## config.mk

```make
export PLATFORM = sky130hd
export DESIGN_NAME = cache_stats
export DESIGN_NICKNAME = d
export VERILOG_FILES = /design/src/verilog/cache_pkg.sv /design/src/verilog/cache_stats.sv
export SDC_FILE = /design/constraint.sdc
export NUM_CORES = 1
export LEC_CHECK = 0
export ABC_AREA = 1
export BUFFER_PORTS_ARGS = -buffer_cell sky130_fd_sc_hd__buf_2
export CAP_MARGIN = 20
export CORE_UTILIZATION = 25
export CTS_BUF_LIST = sky130_fd_sc_hd__clkbuf_8
export DETAILED_ROUTE_END_ITERATION = 12
export GPL_ROUTABILITY_DRIVEN = 0
export MAX_ROUTING_LAYER = met4
export PLACE_DENSITY = 0.47
export REMOVE_ABC_BUFFERS = 1
export SLEW_MARGIN = 20
export SYNTH_ARGS = -nofsm -noshare
export SYNTH_HDL_FRONTEND = slang
export SYNTH_SLANG_ARGS = --single-unit
```

## constraint.sdc

```tcl
create_clock -name clk -period 2.5 [get_ports clk]
set_clock_uncertainty 0.1 [all_clocks]
set_input_delay 0.5 -clock clk [delete_from_list [all_inputs] [get_ports clk]]
set_output_delay 0.5 -clock clk [all_outputs]
set_load 0.02 [all_outputs]
```

## src/verilog/cache_pkg.sv

```systemverilog
// shared widths, command encoding and MESI states that the cache RTL and its testbench import
package cache_pkg;

    localparam int ADDR_W   = 32;              // byte address
    localparam int OFFSET_W = 6;               // 64-byte lines
    localparam int TAG_W    = ADDR_W - OFFSET_W;
    localparam int COUNT_W  = 32;

    typedef logic [ADDR_W-1:0]  addr_t;
    typedef logic [TAG_W-1:0]   line_tag_t;    // full line address, kept whole as the tag
    typedef logic [COUNT_W-1:0] count_t;

    // trace command codes
    typedef enum logic [3:0] {
        CMD_READ     = 4'd0,
        CMD_WRITE    = 4'd1,
        CMD_FETCH    = 4'd2,
        CMD_INVAL    = 4'd3,   // invalidate from L2
        CMD_SNOOP_RD = 4'd4,   // L2 snoops a read
        CMD_CLEAR    = 4'd8
    } cmd_t;

    typedef enum logic [1:0] {
        MESI_I,
        MESI_S,
        MESI_E,
        MESI_M
    } mesi_t;

    // processor-side accesses are the only ones that allocate, touch LRU or count hit/miss
    function automatic logic cmd_is_access(cmd_t cmd);
        return (cmd == CMD_READ) || (cmd == CMD_WRITE) || (cmd == CMD_FETCH);
    endfunction

    // counted as reads
    function automatic logic cmd_is_read(cmd_t cmd);
        return (cmd == CMD_READ) || (cmd == CMD_FETCH);
    endfunction

    // commands served by the data array
    function automatic logic cmd_is_data(cmd_t cmd);
        logic data;
        case (cmd)
            CMD_READ,
            CMD_WRITE,
            CMD_INVAL,
            CMD_SNOOP_RD: data = 1'b1;
            default:      data = 1'b0;
        endcase
        return data;
    endfunction

endpackage
```

## src/verilog/cache_stats.sv

```systemverilog
// run-wide read, write, hit and miss counters fed by the merged cache response
`timescale 1ns/100ps

module cache_stats import cache_pkg::*; (
    input  logic   clk,
    input  logic   i_reset,
    input  logic   i_rsp_valid,
    input  cmd_t   i_cmd,        // command of the response now on the outputs
    input  logic   i_hit,
    output count_t o_reads,
    output count_t o_writes,
    output count_t o_hits,
    output count_t o_misses
);

    logic inc_read;
    logic inc_write;
    logic inc_hit;
    logic inc_miss;

    always_comb begin
        inc_read  = 1'b0;
        inc_write = 1'b0;
        inc_hit   = 1'b0;
        inc_miss  = 1'b0;
        if (i_rsp_valid) begin
            inc_read  = cmd_is_read(i_cmd);          // data reads and fetches
            inc_write = (i_cmd == CMD_WRITE);
            if (cmd_is_access(i_cmd)) begin          // snoops and invalidates not counted
                inc_hit  = i_hit;
                inc_miss = !i_hit;
            end
        end
    end

    always_ff @(posedge clk) begin
        if (i_reset) begin
            o_reads  <= '0;
            o_writes <= '0;
            o_hits   <= '0;
            o_misses <= '0;
        end else begin
            if (inc_read) o_reads <= o_reads + count_t'(1);
            if (inc_write) o_writes <= o_writes + count_t'(1);
            if (inc_hit) o_hits <= o_hits + count_t'(1);
            if (inc_miss) o_misses <= o_misses + count_t'(1);
        end
    end

endmodule

```

Word-level counts from Yosys, hierarchy flattened
Cells that the tools add are included.
{"block": "classes", "addsub": 4, "n_reduce_logical": 5, "muxes": 6, "n_eq_ne": 2}
{"operator": "adder 32 x 1 -> 32 bit, second input constant", "n": 4}
{"operator": "2-to-1 mux 1 bit", "n": 6}
{"operator": "== test 4 x 1 -> 1 bit, second input constant", "n": 1}
{"operator": "== test 4 x 2 -> 1 bit, second input constant", "n": 1}
{"operator": "logical NOT 4 bit", "n": 1}
{"operator": "logical OR 1 bit", "n": 3}
{"operator": "logical NOT 1 bit", "n": 1}
{"block": "totals", "out_inout_bits": 128, "word_cells": 21, "input_bits": 8, "reg_bits": 128}

Depth between registers and ports, before layout
Gate-level depths: netlist of run 1.
{"block": "depth", "word_depth": 5, "ltp_mapped": 10, "ltp_nobuf": 10}

Worst setup path before layout of run 1
OpenSTA, ideal clock, no wires.
{"block": "synth_path", "kind": "reg2reg", "start": "reg o_misses[0]", "end": "reg o_misses[20]", "setup_slack_ns": 0.752, "n_path_buf": 0, "synth_period_minus_slack_ns": 1.748, "stages_incl_launch_ff": 11, "arrival_ns": 1.533, "t_required_ns": 2.285, "setup_ns": 0.115, "path_cell_list": "dfxtp_1 ha_1 nand2_1 nor2_1 nand2_1 nor2_2 nand2_2 nor2_2 nand3_1 nand2_1 nor2_1"}
{"block": "synth_between", "elab_chain_len": 1}
{"item": "start, declared", "line": "cache_stats.sv:13", "rtl": "output count_t o_misses"}
{"item": "start signal, assigned", "line": "cache_stats.sv:46", "rtl": "if (inc_miss) o_misses <= o_misses + count_t'(1);"}
{"item": "adder 32 x 1 -> 32 bit", "line": "cache_stats.sv:46"}
No other way between the ends.
A chain may end at the register's enable or synchronous reset.

Final worst setup path of run 1
Same ends and word-level chain as after synthesis.

==> qor.csv, run 1 <==
stage;metric;value;unit
cells_and_area;fillcell total;3154;
yosys;sequential share of the synthesized area;0.358;
power;VDD IR max;0.000197;V
setup_path;largest fanout on the critical path;6;
power;leakage;3.78;nW
timing;endpoints failing setup;0;
timing;fin crit period;1980;ps
clock_tree;CTS Sinks;128;
power;PD cells;489;nW/um2
clock_tree;TritonCTS buffer count;17;
timing;share of the clock period used by the worst path after layout;0.792;
setup_path;CP Launch Type;register;
clock_tree;Reg clk slew, reported paths;80;ps
drt;WL final;21.8;mm
clock_tree;CTS Hold Bufs;0;
placed_design;dpl hpwl;16.3;mm
clock_tree;clk buf depth;2;
timing;Fin. Hold Viols;0;
drt;Top Metal Used;met4;
yosys;YS warnings;0;
clock_tree;CTS H-tree lvls;4;
global_route;number of global-route vias before repair;6812;
drt;WL/cell;13.0;um
die;Initial Util;0.256;
cells_and_area;n_diodes;0;
flow_run;max-cap violation count;0;
setup_path;CP Capture Type;register;
drt;DRT antenna net count;0;
timing;achievable frequency;505;MHz
global_route;total grt overflow;0;
drt;metal3 WL;799;um
cells_and_area;# nets final;1300;
clock_tree;TritonCTS clock tree;built;
clock_tree;cts repair resizes;0;
drt;drt first pass iters;4;
placed_design;Port-buffer cells;135;
yosys;#FFs+latches synth;128;
yosys;Netlist Area Pre-Place;7150;um2
yosys;cell count after synthesis;1147;
cells_and_area;Area growth, synth to finish;21.7;%
clock_tree;clock latency on the worst-skew pair;450;ps
drt;vias per inst;4.39;
drt;drt drc;0;
die;area of the die;29300;um2
drt;met1 wire length;10.8;mm
timing;Slew Viols, Final;0;
yosys;Synth Area per Inst;6.23;um2
min_path;HP Class;in2reg;
timing;RSZ-0062 raised after global routing;false;
global_route;first-pass GRT wire length;35.2;mm
clock_tree;Root Buffer;clkbuf_8;
timing;Worst slew margin;0.597;
setup_path;Critical Path AT;2220;ps
cells_and_area;fin util;0.312;
clock_tree;postcts setup bufs;0;
die;row cnt;61;
drt;Vias;7375;
global_route;Total GRT Usage;0.157;
die;die width;171;um
global_route;antenna violations before repair;0;
drt;Iter 0 DRT Violations;473;
die;Die H;171;um
global_route;largest net degree at the start of global routing;45;
outcome;status;finished clean;
drt;wire length on met2;9.98;mm
die;core area;27900;um2
timing;Worst Tran Pin Value;604;ps
setup_path;CP Class;reg2reg;
die;I/O pins;136;
setup_path;WP data required;2740;ps
cells_and_area;share of cells above drive strength 1;0.168;
timing;setup TNS;0;ps
yosys;Cell variety after synth;37;
## logic make-up (layout without fill, tap and decap cells)
group,Yosys count,count (layout),share of synthesized area
AND/OR/NAND/NOR,720,720,0.443
adder cells (fa/ha/maj),4,4,0.00700
flip-flops,128,128,0.358
buffers and inverters,181,335,0.102
XOR/XNOR,11,11,0.0135
AO/OA/AOI/OAI,103,103,0.0763
## critical path, stage by stage (launching register included)
cell and delay (ps):
dfxtp_1 430, ha_1 240, nand2_1 60, nor2_1 160, nand2_1 90, nor2_2 270
nand2_2 110, nor2_2 200, nand3_1 100, nand2_1 70, nor2_1 30
## flip-flops by register name (all words and copies together) (netlist names)
signal,flops
o_hits,32
o_misses,32
o_writes,32
o_reads,32
## cell type report
class | instances | area [um2] | area share
multi-input cells | 838 | 3860 | 0.443
well taps | 378 | 473 | 0.0543
inverters | 160 | 601 | 0.0690
clock inverters | 13 | 185 | 0.0213
repair buffers | 143 | 761 | 0.0874
flip-flops and latches | 128 | 2560 | 0.294
clock buffers | 19 | 262 | 0.0301
## cell usage after synthesis, drive strengths merged
cell type,instances,share of area
dfxtp,128,0.36
nor3b,2,0.0021
nand4,40,0.035
a21o,2,0.0021
o21bai,4,0.0042
and2,2,0.0017
ha,4,0.0070
buf,13,0.014
nor4,1,0.00088
clkbuf,8,0.0042
nand3b,3,0.0031
inv,160,0.084
nor3,26,0.023
nor2,267,0.16
nand3,88,0.065
o21ai,37,0.026
a31oi,3,0.0026
a211oi,1,0.0011
xor2,11,0.013
a21oi,54,0.038
nand2,286,0.15
o21a,2,0.0021
and3,5,0.0044
## per-layer routing
layer	track usage	vias up
met4	0.0427	0
li1	-	3919
met3	0.0303	19
met1	0.197	3308
met5	-	-
met2	0.255	129
## per-stage QoR
stage                     total power, mW  instances  hold WS, ps  setup slack, ps  area, um2
final                                4.25       1679          376              520       8700
after detailed placement             2.22       1647          381              407       8260
after floorplan                      2.16       1126          440              330       7020
after CTS                            4.33       1679          351              497       8700
after global placement               2.22       1647          373              451       8260
after global routing                 4.43       1679          386              342       8700
## worst paths after layout
kind	startpoint	to	slack, ps	cells past startpoint
max	o_misses[0]$_SDFFE_PP0P_	o_misses[20]$_SDFFE_PP0P_	520	10
min	i_rsp_valid	o_writes[5]$_SDFFE_PP0P_	380	3
max reg2reg	o_misses[0]$_SDFFE_PP0P_	o_misses[20]$_SDFFE_PP0P_	520	10
min reg2reg	o_hits[7]$_SDFFE_PP0P_	o_hits[7]$_SDFFE_PP0P_	390	2
## cell usage in the layout (no fill, tap or decap), types with 3 or more instances in the layout
| cell type | n |
|---|---|
| inv_1 | 154 |
| o21ai_0 | 31 |
| nand4_1 | 40 |
| ha_1 | 4 |
| nor2_1 | 244 |
| a31oi_1 | 3 |
| nor2_4 | 9 |
| buf_4 | 6 |
| a21oi_1 | 54 |
| nand3_1 | 85 |
| o21bai_1 | 4 |
| buf_2 | 135 |
| nand2_2 | 5 |
| xor2_1 | 11 |
| bufinv_16 | 4 |
| nor3_2 | 4 |
| nor3_1 | 21 |
| clkinv_2 | 3 |
| nor2_2 | 13 |
| clkbuf_8 | 19 |
| o21ai_1 | 5 |
| clkinv_4 | 3 |
| and3_1 | 5 |
| nand3b_1 | 3 |
| inv_2 | 6 |
| nand2_1 | 281 |
| dfxtp_1 | 128 |
## report_power, final
part | switching, mW | total (mW) | internal, mW
Clock | 0.938 | 2.08 | 1.14
Sequential | 0.00355 | 2.04 | 2.04
Combinational | 0.0912 | 0.127 | 0.0356
Note: power is estimated with default switching activity, not from simulation.
==> run 2: changes to the inputs <==
Settings changed: PLACE_DENSITY 0.47 to 0.49.
Clock period 2.5 ns to 1.8 ns, I/O delays scaled along.
==> run 2 against run 1 <==
  * Sequential cell count is the same
  * Die area is the same
  * Design area rose by 5.0%
  * Combinational power increased by 53%
  * Highest routed layer unchanged
  * Sequential power increased by 39%
  * Critical path depth fell by 1
  * Utilization increased by 1.6 points
  * Register-to-register slack got worse by 400 ps
  * Clock power rose by 40%
  * Setup slack worse by 400 ps
  * Maximum frequency increased by 18%
  * Via count rose by 3.7%
==> qor.csv, run 2 (same netlist as run 1, synthesis figures left out) <==
stage;metric;value;unit
setup_path;reg2reg setup slack;120;ps
power;VDD IR max;0.000468;V
clock_tree;TritonCTS clock tree;built;
cells_and_area;Design Area, Final;9140;um2
setup_path;Critical R2R Launch;o_reads[1]$_SDFFE_PP0P_;
clock_tree;CTS H-tree lvls;4;
die;die width;171;um
cells_and_area;Area growth, synth to finish;27.8;%
setup_path;R2R cell count;9;
setup_path;number of stages on the worst setup path;9;
setup_path;Cell Chain, Critical Path;ha_1 > inv_1 > nor2_2 > nand3_1 > nor2_1 > buf_4 > nand3_1 > o21ai_0 > nor2_1;
drt;Vias;7647;
power;leakage;4.01;nW
outcome;status;finished clean;
setup_path;CP Launch Point;o_reads[1]$_SDFFE_PP0P_;
timing;achievable frequency;594;MHz
placed_design;Placed Instances;1687;
min_path;HP Class;in2reg;
cells_and_area;most common cell after layout, fill and taps aside;nand2_1;
setup_path;cell family with most CP delay;simple AND/OR/NAND/NOR gates;
placed_design;Post-Place Cell Area;8590;um2
setup_path;Critical Path Max Stage Delay;390;ps
global_route;antenna violations before repair;0;
timing;Fin. Hold Viols;0;
clock_tree;CTS Hold Bufs;0;
clock_tree;Reg clk slew, reported paths;90;ps
setup_path;RR Endpoint;o_reads[30]$_SDFFE_PP0P_;
clock_tree;TritonCTS buffer count;17;
global_route;total grt overflow;0;
placed_design;Port-buffer cells;135;
global_route;largest net degree at the start of global routing;49;
cells_and_area;share of cells above drive strength 1;0.209;
global_route;number of global-route vias before repair;7115;
placed_design;dpl hpwl;16.9;mm
timing;Worst slew margin;0.741;
clock_tree;clock latency on the worst-skew pair;450;ps
setup_path;Critical Path End;o_reads[30]$_SDFFE_PP0P_;
die;Initial Util;0.256;
setup_path;largest fanout on the critical path;7;
cells_and_area;final cell count without fillers;1720;
clock_tree;CTS Sinks;128;
drt;WL final;22.4;mm
global_route;Total GRT Usage;0.162;
setup_path;WP data required;2040;ps
setup_path;CP Launch Type;register;
die;Die H;171;um
drt;WL/cell;13.0;um
die;I/O pins;136;
power;PD cells;650;nW/um2
setup_path;Worst Path Buf+Inv;2;
timing;share of the clock period used by the worst path after layout;0.936;
flow_run;max-cap violation count;0;
drt;DRT antenna net count;0;
clock_tree;postcts setup bufs;0;
die;area of the die;29300;um2
placed_design;pre-CTS setup slack;-70.5;ps
timing;Worst Tran Pin Value;389;ps
cells_and_area;# nets final;1341;
timing;fin crit period;1680;ps
clock_tree;Root Buffer;clkbuf_8;
die;core area;27900;um2
cells_and_area;n_diodes;0;
timing;endpoints failing setup;0;
timing;Slew Viols, Final;0;
setup_path;CP max stage cell;dfxtp_1;
drt;drt drc;0;
drt;drt first pass iters;6;
timing;final setup margin;116;ps
setup_path;Critical Path AT;1930;ps
die;row cnt;61;
setup_path;CP Class;reg2reg;
drt;Iter 0 DRT Violations;506;
cells_and_area;most frequent cells in the layout;nand2_1 (279), nor2_1 (231), inv_1 (154);
global_route;first-pass GRT wire length;36.4;mm
clock_tree;clk buf depth;2;
setup_path;CP Capture Type;register;
drt;vias per inst;4.45;
## run 2: final cells by class
class,count,area [um2]
Fill cell,3127,18800
Multi-Input combinational cell,839,3950
Sequential cell,128,2570
Timing Repair Buffer,183,1100
Inverter,160,601
Tap cell,378,473
Clock buffer,19,262
Clock inverter,13,184
## run 2: worst min-delay path by stage
stage | end | startpoint | cells after the start
after floorplan | o_reads[1]$_SDFFE_PP0P_ | i_reset | 1
after global placement | o_hits[7]$_SDFFE_PP0P_ | o_hits[7]$_SDFFE_PP0P_ | 2
after detailed placement | o_hits[7]$_SDFFE_PP0P_ | o_hits[7]$_SDFFE_PP0P_ | 2
after CTS | o_writes[5]$_SDFFE_PP0P_ | i_rsp_valid | 3
after global routing | o_writes[5]$_SDFFE_PP0P_ | i_rsp_valid | 3
final | o_writes[5]$_SDFFE_PP0P_ | i_rsp_valid | 3
## run 2: stage by stage
step	util	hold slack (ps)	setup TNS, ps	power [mW]
6_report	0.327	242	0	5.94
5_1_grt	0.327	265	-11.8	6.17
4_1_cts	0.324	183	0	6.06
3_5_place_dp	0.308	367	-248	3.10
3_3_place_gp	0.308	366	-287	3.10
2_1_floorplan	-	329	-5160	3.00
## run 2: worst register-to-register path, delay by kind of cell, from the launching register on
kind,cells,cell delay (ps)
AO/OA/AOI/OAI,1,160
AND/OR/NAND/NOR,5,530
adder cells (fa/ha/maj),1,190
buffers and inverters,2,230
flip-flops,1,390
## run 2: power breakdown
part / switching (mW) / leakage (nW) / total, mW / internal (mW)
combinational: 0.132 / 2.75 / 0.194 / 0.0618
sequential: 0.00358 / 1.03 / 2.84 / 2.83
clock: 1.32 / 0.218 / 2.91 / 1.59
## run 2: metal layers
metal,part of all wire,up-vias,GRT usage
li1,-,3999,-
met3,0.041,9,0.0289
met2,0.47,151,0.263
met4,0.0073,0,0.0439
met5,0,-,-
met1,0.48,3488,0.205
## run 2: timing repair
| action | 4_1_cts | 5_1_grt |
|---|---|---|
| pin swaps | 0 | 4 |
| resized for setup | 1 | 30 |
| cloned | 0 | 1 |
| endpoints found under the setup margin | 4 | 46 |
