--- src/verilog/cache_pkg.sv ---
// shared widths, command encoding and MESI states that the cache RTL and its testbench import
package cache_pkg;

    localparam int ADDR_W   = 32;              // byte address
    localparam int OFFSET_W = 6;               // 64-byte lines
    localparam int TAG_W    = ADDR_W - OFFSET_W;
    localparam int COUNT_W  = 32;

    typedef logic [ADDR_W-1:0]  addr_t;
    typedef logic [TAG_W-1:0]   line_tag_t;    // full line address, kept whole as the tag
    typedef logic [COUNT_W-1:0] count_t;

    // trace command codes
    typedef enum logic [3:0] {
        CMD_READ     = 4'd0,
        CMD_WRITE    = 4'd1,
        CMD_FETCH    = 4'd2,
        CMD_INVAL    = 4'd3,   // invalidate from L2
        CMD_SNOOP_RD = 4'd4,   // L2 snoops a read
        CMD_CLEAR    = 4'd8
    } cmd_t;

    typedef enum logic [1:0] {
        MESI_I,
        MESI_S,
        MESI_E,
        MESI_M
    } mesi_t;

    // processor-side accesses are the only ones that allocate, touch LRU or count hit/miss
    function automatic logic cmd_is_access(cmd_t cmd);
        return (cmd == CMD_READ) || (cmd == CMD_WRITE) || (cmd == CMD_FETCH);
    endfunction

    // counted as reads
    function automatic logic cmd_is_read(cmd_t cmd);
        return (cmd == CMD_READ) || (cmd == CMD_FETCH);
    endfunction

    // commands served by the data array
    function automatic logic cmd_is_data(cmd_t cmd);
        logic data;
        case (cmd)
            CMD_READ,
            CMD_WRITE,
            CMD_INVAL,
            CMD_SNOOP_RD: data = 1'b1;
            default:      data = 1'b0;
        endcase
        return data;
    endfunction

endpackage
--- src/verilog/cache_array.sv ---
// one set-associative tag array with MESI and LRU state that takes one command per i_req strobe
`timescale 1ns/100ps

module cache_array import cache_pkg::*; #(
    parameter int WAYS     = 8,
    parameter int SET_BITS = 4
) (
    input  logic                clk,
    input  logic                i_reset,
    input  logic                i_req,
    input  logic                i_clear,
    input  cmd_t                i_cmd,
    input  logic [SET_BITS-1:0] i_set,
    input  line_tag_t           i_tag,
    output logic                o_rsp_valid,
    output logic                o_hit,
    output logic [2:0]          o_way,
    output mesi_t               o_mesi,
    output logic                o_evict,
    output logic                o_writeback
);

    localparam int SETS  = 1 << SET_BITS;
    localparam int LRU_W = $clog2(WAYS);

    typedef logic [WAYS-1:0][LRU_W-1:0] lru_row_t;

    line_tag_t [WAYS-1:0] tag_mem   [SETS];
    mesi_t     [WAYS-1:0] state_mem [SETS];
    lru_row_t             lru_mem   [SETS];

    line_tag_t [WAYS-1:0] set_tags;
    mesi_t     [WAYS-1:0] set_states;
    lru_row_t             set_lru;
    lru_row_t             new_lru;
    logic [LRU_W-1:0]     way;
    logic [LRU_W-1:0]     old_lru;
    logic                 hit;
    logic                 alloc;
    logic                 touch;
    logic                 update;
    logic                 line_wb;
    mesi_t                cur_state;
    mesi_t                next_state;

    // set read is combinational so a command on the next cycle sees this one's update
    assign set_tags   = tag_mem[i_set];
    assign set_states = state_mem[i_set];
    assign set_lru    = lru_mem[i_set];

    way_select #(.WAYS(WAYS)) u_way_select (
        .i_tag    (i_tag),
        .i_tags   (set_tags),
        .i_states (set_states),
        .i_lru    (set_lru),
        .o_hit    (hit),
        .o_way    (way)
    );

    assign cur_state = set_states[way];

    mesi_next u_mesi_next (
        .i_cmd       (i_cmd),
        .i_hit       (hit),
        .i_state     (cur_state),
        .o_state     (next_state),
        .o_writeback (line_wb),
        .o_alloc     (alloc)
    );

    assign update = hit || alloc;                            // line is written at all
    assign touch  = alloc || (hit && cmd_is_access(i_cmd));  // line becomes most recent

    // chosen way goes to the top, everything above its old position moves down
    always_comb begin
        old_lru = set_lru[way];
        for (int w = 0; w < WAYS; w++) begin
            if (LRU_W'(w) == way) begin
                new_lru[w] = LRU_W'(WAYS - 1);
            end else if (set_lru[w] > old_lru) begin
                new_lru[w] = set_lru[w] - 1'b1;
            end else begin
                new_lru[w] = set_lru[w];
            end
        end
    end

    always_ff @(posedge clk) begin
        if (i_reset || i_clear) begin
            for (int s = 0; s < SETS; s++) begin
                for (int w = 0; w < WAYS; w++) begin
                    state_mem[s][w] <= MESI_I;
                    lru_mem[s][w]   <= LRU_W'(w);   // way number is its starting age
                end
            end
        end else if (i_req) begin
            if (update) state_mem[i_set][way] <= next_state;
            if (touch)  lru_mem[i_set]        <= new_lru;
        end
    end

    always_ff @(posedge clk) begin
        if (i_req && alloc) tag_mem[i_set][way] <= i_tag;
    end

    always_ff @(posedge clk) begin
        if (i_reset) o_rsp_valid <= 1'b0;
        else         o_rsp_valid <= i_req;
    end

    // response payload is valid with o_rsp_valid
    always_ff @(posedge clk) begin
        if (i_req) begin
            o_hit       <= hit;
            o_way       <= update ? 3'(way) : 3'd0;
            o_mesi      <= update ? next_state : MESI_I;
            o_evict     <= alloc && (cur_state != MESI_I);
            o_writeback <= line_wb || (alloc && cur_state == MESI_M);   // dirty victim leaves
        end
    end

endmodule

--- src/verilog/mesi_next.sv ---
// next MESI state of the selected line plus snoop/invalidate write-back and allocate flags
`timescale 1ns/100ps

module mesi_next import cache_pkg::*; (
    input  cmd_t  i_cmd,
    input  logic  i_hit,
    input  mesi_t i_state,
    output mesi_t o_state,
    output logic  o_writeback,
    output logic  o_alloc
);

    // only processor accesses fill a line on a miss
    assign o_alloc = !i_hit && cmd_is_access(i_cmd);

    always_comb begin
        o_state     = i_state;     // default is no change
        o_writeback = 1'b0;
        case (i_cmd)
            CMD_READ, CMD_FETCH: begin
                if (!i_hit) o_state = MESI_E;   // no other sharers modelled
            end
            CMD_WRITE: begin
                o_state = MESI_M;
            end
            CMD_INVAL: begin
                if (i_hit) begin
                    o_state     = MESI_I;
                    o_writeback = (i_state == MESI_M);
                end
            end
            CMD_SNOOP_RD: begin
                if (i_hit) begin
                    if (i_state == MESI_M || i_state == MESI_E) begin
                        o_state = MESI_S;
                    end
                    o_writeback = (i_state == MESI_M);   // dirty data goes out on the snoop
                end
            end
            default: begin
                o_state = i_state;
            end
        endcase
    end

endmodule

--- src/verilog/way_select.sv ---
// tag compare for one set that gives the hit way or the replacement victim inside cache_array
`timescale 1ns/100ps

module way_select import cache_pkg::*; #(
    parameter int WAYS = 8
) (
    input  line_tag_t                        i_tag,
    input  line_tag_t [WAYS-1:0]             i_tags,
    input  mesi_t     [WAYS-1:0]             i_states,
    input  logic      [WAYS-1:0][$clog2(WAYS)-1:0] i_lru,
    output logic                             o_hit,
    output logic      [$clog2(WAYS)-1:0]     o_way
);

    localparam int LRU_W = $clog2(WAYS);

    logic [WAYS-1:0] hit_vec;
    logic [WAYS-1:0] inv_vec;
    logic [WAYS-1:0] lru_zero;

    always_comb begin
        for (int w = 0; w < WAYS; w++) begin
            hit_vec[w]  = (i_tags[w] == i_tag) && (i_states[w] != MESI_I);
            inv_vec[w]  = (i_states[w] == MESI_I);
            lru_zero[w] = (i_lru[w] == '0);
        end
    end

    assign o_hit = |hit_vec;

    // scanning downwards leaves the lowest set bit in o_way
    always_comb begin
        o_way = '0;
        if (|hit_vec) begin
            for (int w = WAYS - 1; w >= 0; w--) begin
                if (hit_vec[w]) o_way = LRU_W'(w);
            end
        end else if (|inv_vec) begin
            for (int w = WAYS - 1; w >= 0; w--) begin
                if (inv_vec[w]) o_way = LRU_W'(w);   // first free way
            end
        end else begin
            for (int w = WAYS - 1; w >= 0; w--) begin
                if (lru_zero[w]) o_way = LRU_W'(w);  // least recently used
            end
        end
    end

endmodule

--- config.mk ---
export PLATFORM = sky130hd
export DESIGN_NAME = cache_array
export DESIGN_NICKNAME = d
export VERILOG_FILES = /design/src/verilog/cache_pkg.sv /design/src/verilog/cache_array.sv /design/src/verilog/mesi_next.sv /design/src/verilog/way_select.sv
export SDC_FILE = /design/constraint.sdc
export NUM_CORES = 2
export LEC_CHECK = 0
export BUFFER_PORTS_ARGS = -buffer_cell sky130_fd_sc_hd__buf_4
export CAP_MARGIN = 10
export CORE_UTILIZATION = 45
export DETAILED_ROUTE_END_ITERATION = 12
export GPL_ROUTABILITY_DRIVEN = 0
export PLACE_DENSITY_LB_ADDON = 0.25
export SYNTH_ARGS = -nofsm -noshare
export SYNTH_HDL_FRONTEND = slang
export SYNTH_HIERARCHICAL = 1
export SYNTH_SLANG_ARGS = --single-unit
--- constraint.sdc ---
create_clock -name clk -period 11.45 [get_ports clk]
set_clock_uncertainty 0.2 [all_clocks]
set_input_delay 2.8625 -clock clk [delete_from_list [all_inputs] [get_ports clk]]
set_output_delay 2.8625 -clock clk [all_outputs]
set_load 0.05 [all_outputs]
* Yosys cells after proc, flatten, opt, wreduce, memory -nomap -nowiden *
Memories as Yosys holds them, arrays and structs flattened.
Cells that the tools add are included.

word-level totals
  register bits after elaboration = 9
  input bits = 38
  memory bits (writable) = 3968
  word-level logic and storage cells = 178
  memories kept = 3

memory list
  name       words  width  read ports  clocked after memory_dff  write ports  line               RTL
  tag_mem    16     208    1           0                         1            cache_array.sv:28  line_tag_t [WAYS-1:0] tag_mem [SETS];
  lru_mem    16     24     1           0                         16           cache_array.sv:30  lru_row_t lru_mem [SETS];
  state_mem  16     16     1           0                         16           cache_array.sv:29  mesi_t [WAYS-1:0] state_mem [SETS];

operators by class
  magnitude comparators = 10
  multiplexer cells = 75
  reduce and logical (&&, ||, !) cells = 55
  equality and inequality tests = 21
  $add $sub $neg = 8

operators with widths
  cell                   number
  $eq A26 B26 Y1         8
  $mux W208              1
  $mux W3                43
  $demux W26 S3          1
  $mux W16               3
  $logic_not A3 Y1       9
  $mux W26               1
  $gt A3 B3 Y1           8
  $mux W24               1
  $reduce_or A24 Y1      1
  $sub A3 B1 Y3 const B  8
  $reduce_bool A2 Y1     9
  $logic_not A2 Y1       8
  $reduce_or A16 Y1      1
  $reduce_or A8 Y1       2
  $logic_and A1 B1 Y1    14
  $mux W1                13
  $eq A3 B3 Y1 const A   4
  $mux W2                6
  $bmux W3 S3            1
  $eq A4 B2 Y1 const B   2
  $mux W4                2
  $pmux W2 S4            1
  $logic_or A1 B1 Y1     7
  12 further kinds       15

* Depth between registers and ports, before layout *
An unclocked memory read counts as a cell.

  word-level depth = 20
  gate-level depth with buffers = 30

* Modules after synthesis *
Netlist, hierarchy kept.

by module, submodules not included
  module       instances  cells each  area an instance (sq um)
  cache_array  1          7026        155226.4
  way_select   1          444         3404.5
  mesi_next    1          23          150.1

* Worst setup path after synthesis *
No wires, ideal clock.

  kind = in2reg
  start = input i_set[1]
  end = memory lru_mem[0][14] in the netlist's numbering, data pin
  setup slack = 1167 ps
  arrival time = 9816 ps
  library setup time = 268 ps
  stages = 27
  cells stage by stage = buf_2 > buf_4 > buf_2 > buf_2 > clkbuf_1 > clkbuf_1 > mux4_2 > mux4_2 > xnor2_4 > nand4_1 > or4_1 > or3_1 > nand4_1 > o31ai_1 > o21ai_1 > clkbuf_1 > clkbuf_1 > mux2i_1 > o221ai_1 > a222oi_1 > ha_1 > a32oi_1 > nand2_1 > xnor2_1 > nor2_1 > buf_2 > nand2_1

RTL lines
  what         line               RTL
  from (decl)  cache_array.sv:13  input logic [SET_BITS-1:0] i_set,
  to (decl)    cache_array.sv:30

==> metrics list <==
* Pin slew with the least headroom to its limit: 1151 ps
* Wire length of the first global-routing pass: 592.3 mm
- Async set or reset register ratio after synthesis: 0%
- CP endpoint kind: register
* Combinational family with the most area after synthesis: multiplexers
- Relative to the synthesized area, the layout overhead comes to 13.86%.
- Measured along the x axis, the die boundary spans between 500 and 600 um.
- Final Critical Period: ~10000 ps
- In this run, CTS created clock tree buffers numbering 406.
- Parity-gate share of the synthesized area counting xor and xnor cells: 1.276%
* Maximum clock insertion buffer count: 4
- The via count of the first global-routing pass came to 80720.
- Number of placement rows: between 200 and 250
* Maximum capacitance violations: 0
* Routed len/inst: 32.35 um
- Overflow left after global routing: 0
* Outcome: completed
- Port buffering added 46 buffers.
- Number of enable-type register cells in the synthesized netlist: 3976
* Post-layout net count: 8001
- The library cell used most frequently in the layout, excluding fill and tap cells, is sky130_fd_sc_hd__edfxtp_1.
- Clock transition at the register clock pins on the worst setup and hold paths after CTS: 60 ps
- In this run the register-to-register setup slack is 3810 ps.
- The design draws about 31 mW.
* Avg Synthesized Cell Area: 21.19 um2
- Total negative slack for setup checks: 0 ps
- For this run, the leading register cell type out of synthesis is sky130_fd_sc_hd__edfxtp_1.
- Setup repair after global routing left no endpoint under its margin.
- P_leak: approximately 56 nW
* Initial cell density of the core: between 40 and 50%
* Final period util: 91.06%
* Pin count of the biggest net entering global routing: 102
- Setup violations remaining at the end of the flow were counted as 0.
* Hold buffer count at CTS: 0
* Peak supply drop: between 0.1 and 0.15 mV
- The synthesized netlist devotes less than 1% of its cell area to adder and majority cells.
* Post-CTS Setup Repair Bufs: 0
- Yosys printed 6 warnings.
* Post-Syn Instances: roughly 7500
- After Yosys synthesis, and, or, nand and nor cells account for under 10% of the synthesized area.
* Number of antenna violations at the first check in global routing: 12
* Number of max-slew violations in the final report: 0
- The worst register-to-register path begins at state_mem[0][0]$_SDFFCE_PN0P_.
* Root buffer cell: sky130_fd_sc_hd__clkbuf_16
- In the routed layout, each cell is associated on average with a via count of 6.165.
* Complex-gate fraction of the synthesized area: less than 1%
* Via Count: approximately 79000
- Antenna-violating nets left: 0
- For the worst setup path, the data required time is roughly 12000 ps.
- Sequential-to-total area share from yosys stat: 75.21%
- Cells fill 51.62% of the core in the end.
- Measured against its own limit, the worst slew margin works out to 23.05%.
- Number of DRC violations after detailed routing: 0
- In this run the cell area of the synthesized design comes to between 150000 and 200000 um2.
- The routed design has 416.6 mm of wire.
- Post-DP Area: about 170000 um2
- Total number of clock tree sinks: 3977
- TritonCTS built the clock tree.
- The die is about 600 um tall.
* Critical-path maximum fanout: 52
- The setup path with the least slack is of type in -> reg.
* Most used cells in the layout excluding fill and tap cells: 3976 x sky130_fd_sc_hd__edfxtp_1, 1203 x sky130_fd_sc_hd__mux4_2, 540 x sky130_fd_sc_hd__nor2_1, 435 x sky130_fd_sc_hd__buf_4, 414 x sky130_fd_sc_hd__clkbuf_16
- In this run, distinct cell masters in the synthesized netlist total 78.
* Startpoint of the most critical hold path: lru_mem[11][20]$_SDFFCE_PN1P_
* Synthesized net count: 7563
* HPWL after detailed placement: 233.2 mm
- Global-route total usage across every layer: between 20% and 30%
* Sort of element at the start of the critical path: input pin
- H-Tree Level Count: 5
- Dividing total power by cell area gives a power density of between 150 and 200 nW/um2.
* Hold/Removal Path Class: reg -> reg
* Number of top-level pins: 47
- Multiplexer share of the synthesized area: about 17%
* Core Box Area: 350200 um2
- The most critical setup path has its startpoint at i_set[1].
- Once layout is done, the placed cells without fillers occupy ~180000 um2.
- Cells with a size suffix above 1 make up 29.93% of the layout.
* Number of detailed-route iterations in the first pass: 8
- Hold timing on the final database bottoms out at a slack of 1154 ps.
- For this run, the top clock speed supported by timing is 95.91 MHz.
- Flops & latches, synth: 3977
- # resized after CTS: 0
- Total count of hold-check failures in the final report: 0
- In this run, the number of DRC markers left after iteration 0 of detailed routing was 10080.
- At the later pin of the worst-skew pair, clock insertion delay measures 970 ps.
- The die covers 355200 um2.
- Data on the critical path arrives at its endpoint at 11000 ps.
through the flow:
stage	std cells	worst slack, ps
after floorplan	7493	1167
final	12880	1024
after detailed placement	12120	621.3
after CTS	12870	1605
after global placement	12120	609.6
after global routing	12870	1077
path summary, 6_finish.rpt:
path                                    to  cells after the start
min           lru_mem[5][20]$_SDFFCE_PN1P_                      6
min reg2reg   lru_mem[5][20]$_SDFFCE_PN1P_                      6
max          state_mem[6][7]$_SDFFCE_PN0P_                     20
max reg2reg  state_mem[6][7]$_SDFFCE_PN0P_                     19
Yosys cell counts (17+ instances only):
master	instances	share of area [%]
sky130_fd_sc_hd__a21oi_1	21	0.066
sky130_fd_sc_hd__a22oi_1	20	0.095
sky130_fd_sc_hd__buf_2	168	0.53
sky130_fd_sc_hd__buf_4	21	0.099
sky130_fd_sc_hd__buf_6	24	0.17
sky130_fd_sc_hd__clkbuf_1	240	0.57
sky130_fd_sc_hd__edfxtp_1	3976	75
sky130_fd_sc_hd__ha_1	32	0.25
sky130_fd_sc_hd__inv_2	17	0.040
sky130_fd_sc_hd__mux2i_1	62	0.39
sky130_fd_sc_hd__mux4_2	1203	17
sky130_fd_sc_hd__nand2_1	361	0.85
sky130_fd_sc_hd__nand4_1	64	0.25
sky130_fd_sc_hd__nor2_1	669	1.6
sky130_fd_sc_hd__nor2b_1	19	0.075
sky130_fd_sc_hd__nor4_1	38	0.15
sky130_fd_sc_hd__o21ai_0	152	0.48
sky130_fd_sc_hd__xnor2_1	140	0.77
sky130_fd_sc_hd__xor2_1	77	0.42
logic make-up after synthesis:
family	after synthesis
buffers and inverters	492
flip-flops	3977
multiplexers	1269
AND/OR/NAND/NOR	1243
adder cells (fa/ha/maj)	32
XOR/XNOR	224
AO/OA/AOI/OAI	256
flip-flops by register name, summed over array words and instances, names as in the netlist:
register and cells:
lru_mem 384, o_evict 1, o_hit 1, o_mesi 2, o_rsp_valid 1, o_way 3
o_writeback 1, state_mem 256, tag_mem 3328
critical path, cell delays in order:
cell                       delay, ps
sky130_fd_sc_hd__buf_8           540
sky130_fd_sc_hd__buf_4           420
sky130_fd_sc_hd__buf_4           410
sky130_fd_sc_hd__mux4_2          370
sky130_fd_sc_hd__mux4_2          510
sky130_fd_sc_hd__xnor2_1         390
sky130_fd_sc_hd__nand4_1         150
sky130_fd_sc_hd__nor4_1          540
sky130_fd_sc_hd__nand4_1         420
sky130_fd_sc_hd__nand3_1         210
sky130_fd_sc_hd__a31oi_1         110
sky130_fd_sc_hd__nor3_2          730
sky130_fd_sc_hd__clkinv_1        500
sky130_fd_sc_hd__mux2i_1         240
sky130_fd_sc_hd__o311ai_1        750
sky130_fd_sc_hd__o21ai_0         270
sky130_fd_sc_hd__a311oi_2        340
sky130_fd_sc_hd__buf_4           280
sky130_fd_sc_hd__nand2_1         450
sky130_fd_sc_hd__nor2_1          240
layout make-up:
cell class | count | area (um2)
fillers | 27040 | 169500
flip-flops and latches | 3977 | 119400
multi-input cells | 3024 | 38070
clock buffers | 512 | 10730
well taps | 4599 | 5754
repair buffers | 491 | 4364
clock inverters | 238 | 2317
inverters | 31 | 123.9
diodes | 7 | 17.52
where the power goes:
group          switching (mW)  internal [mW]
combinational            1.35          0.738
clock                    5.57           7.48
sequential             0.0215           16.1
routing by layer:
| metal | vias up | GRT usage [%] | share of wire [%] |
|---|---|---|---|
| met5 | - | 0 | 0.0055 |
| met4 | 4 | 6.892 | 3.2 |
| met3 | 741 | 3.895 | 8.7 |
| met2 | 3952 | 37.22 | 48 |
| met1 | 42880 | 33.17 | 40 |
| li1 | 31820 | - | - |
(Power assumes the default switching activity.)
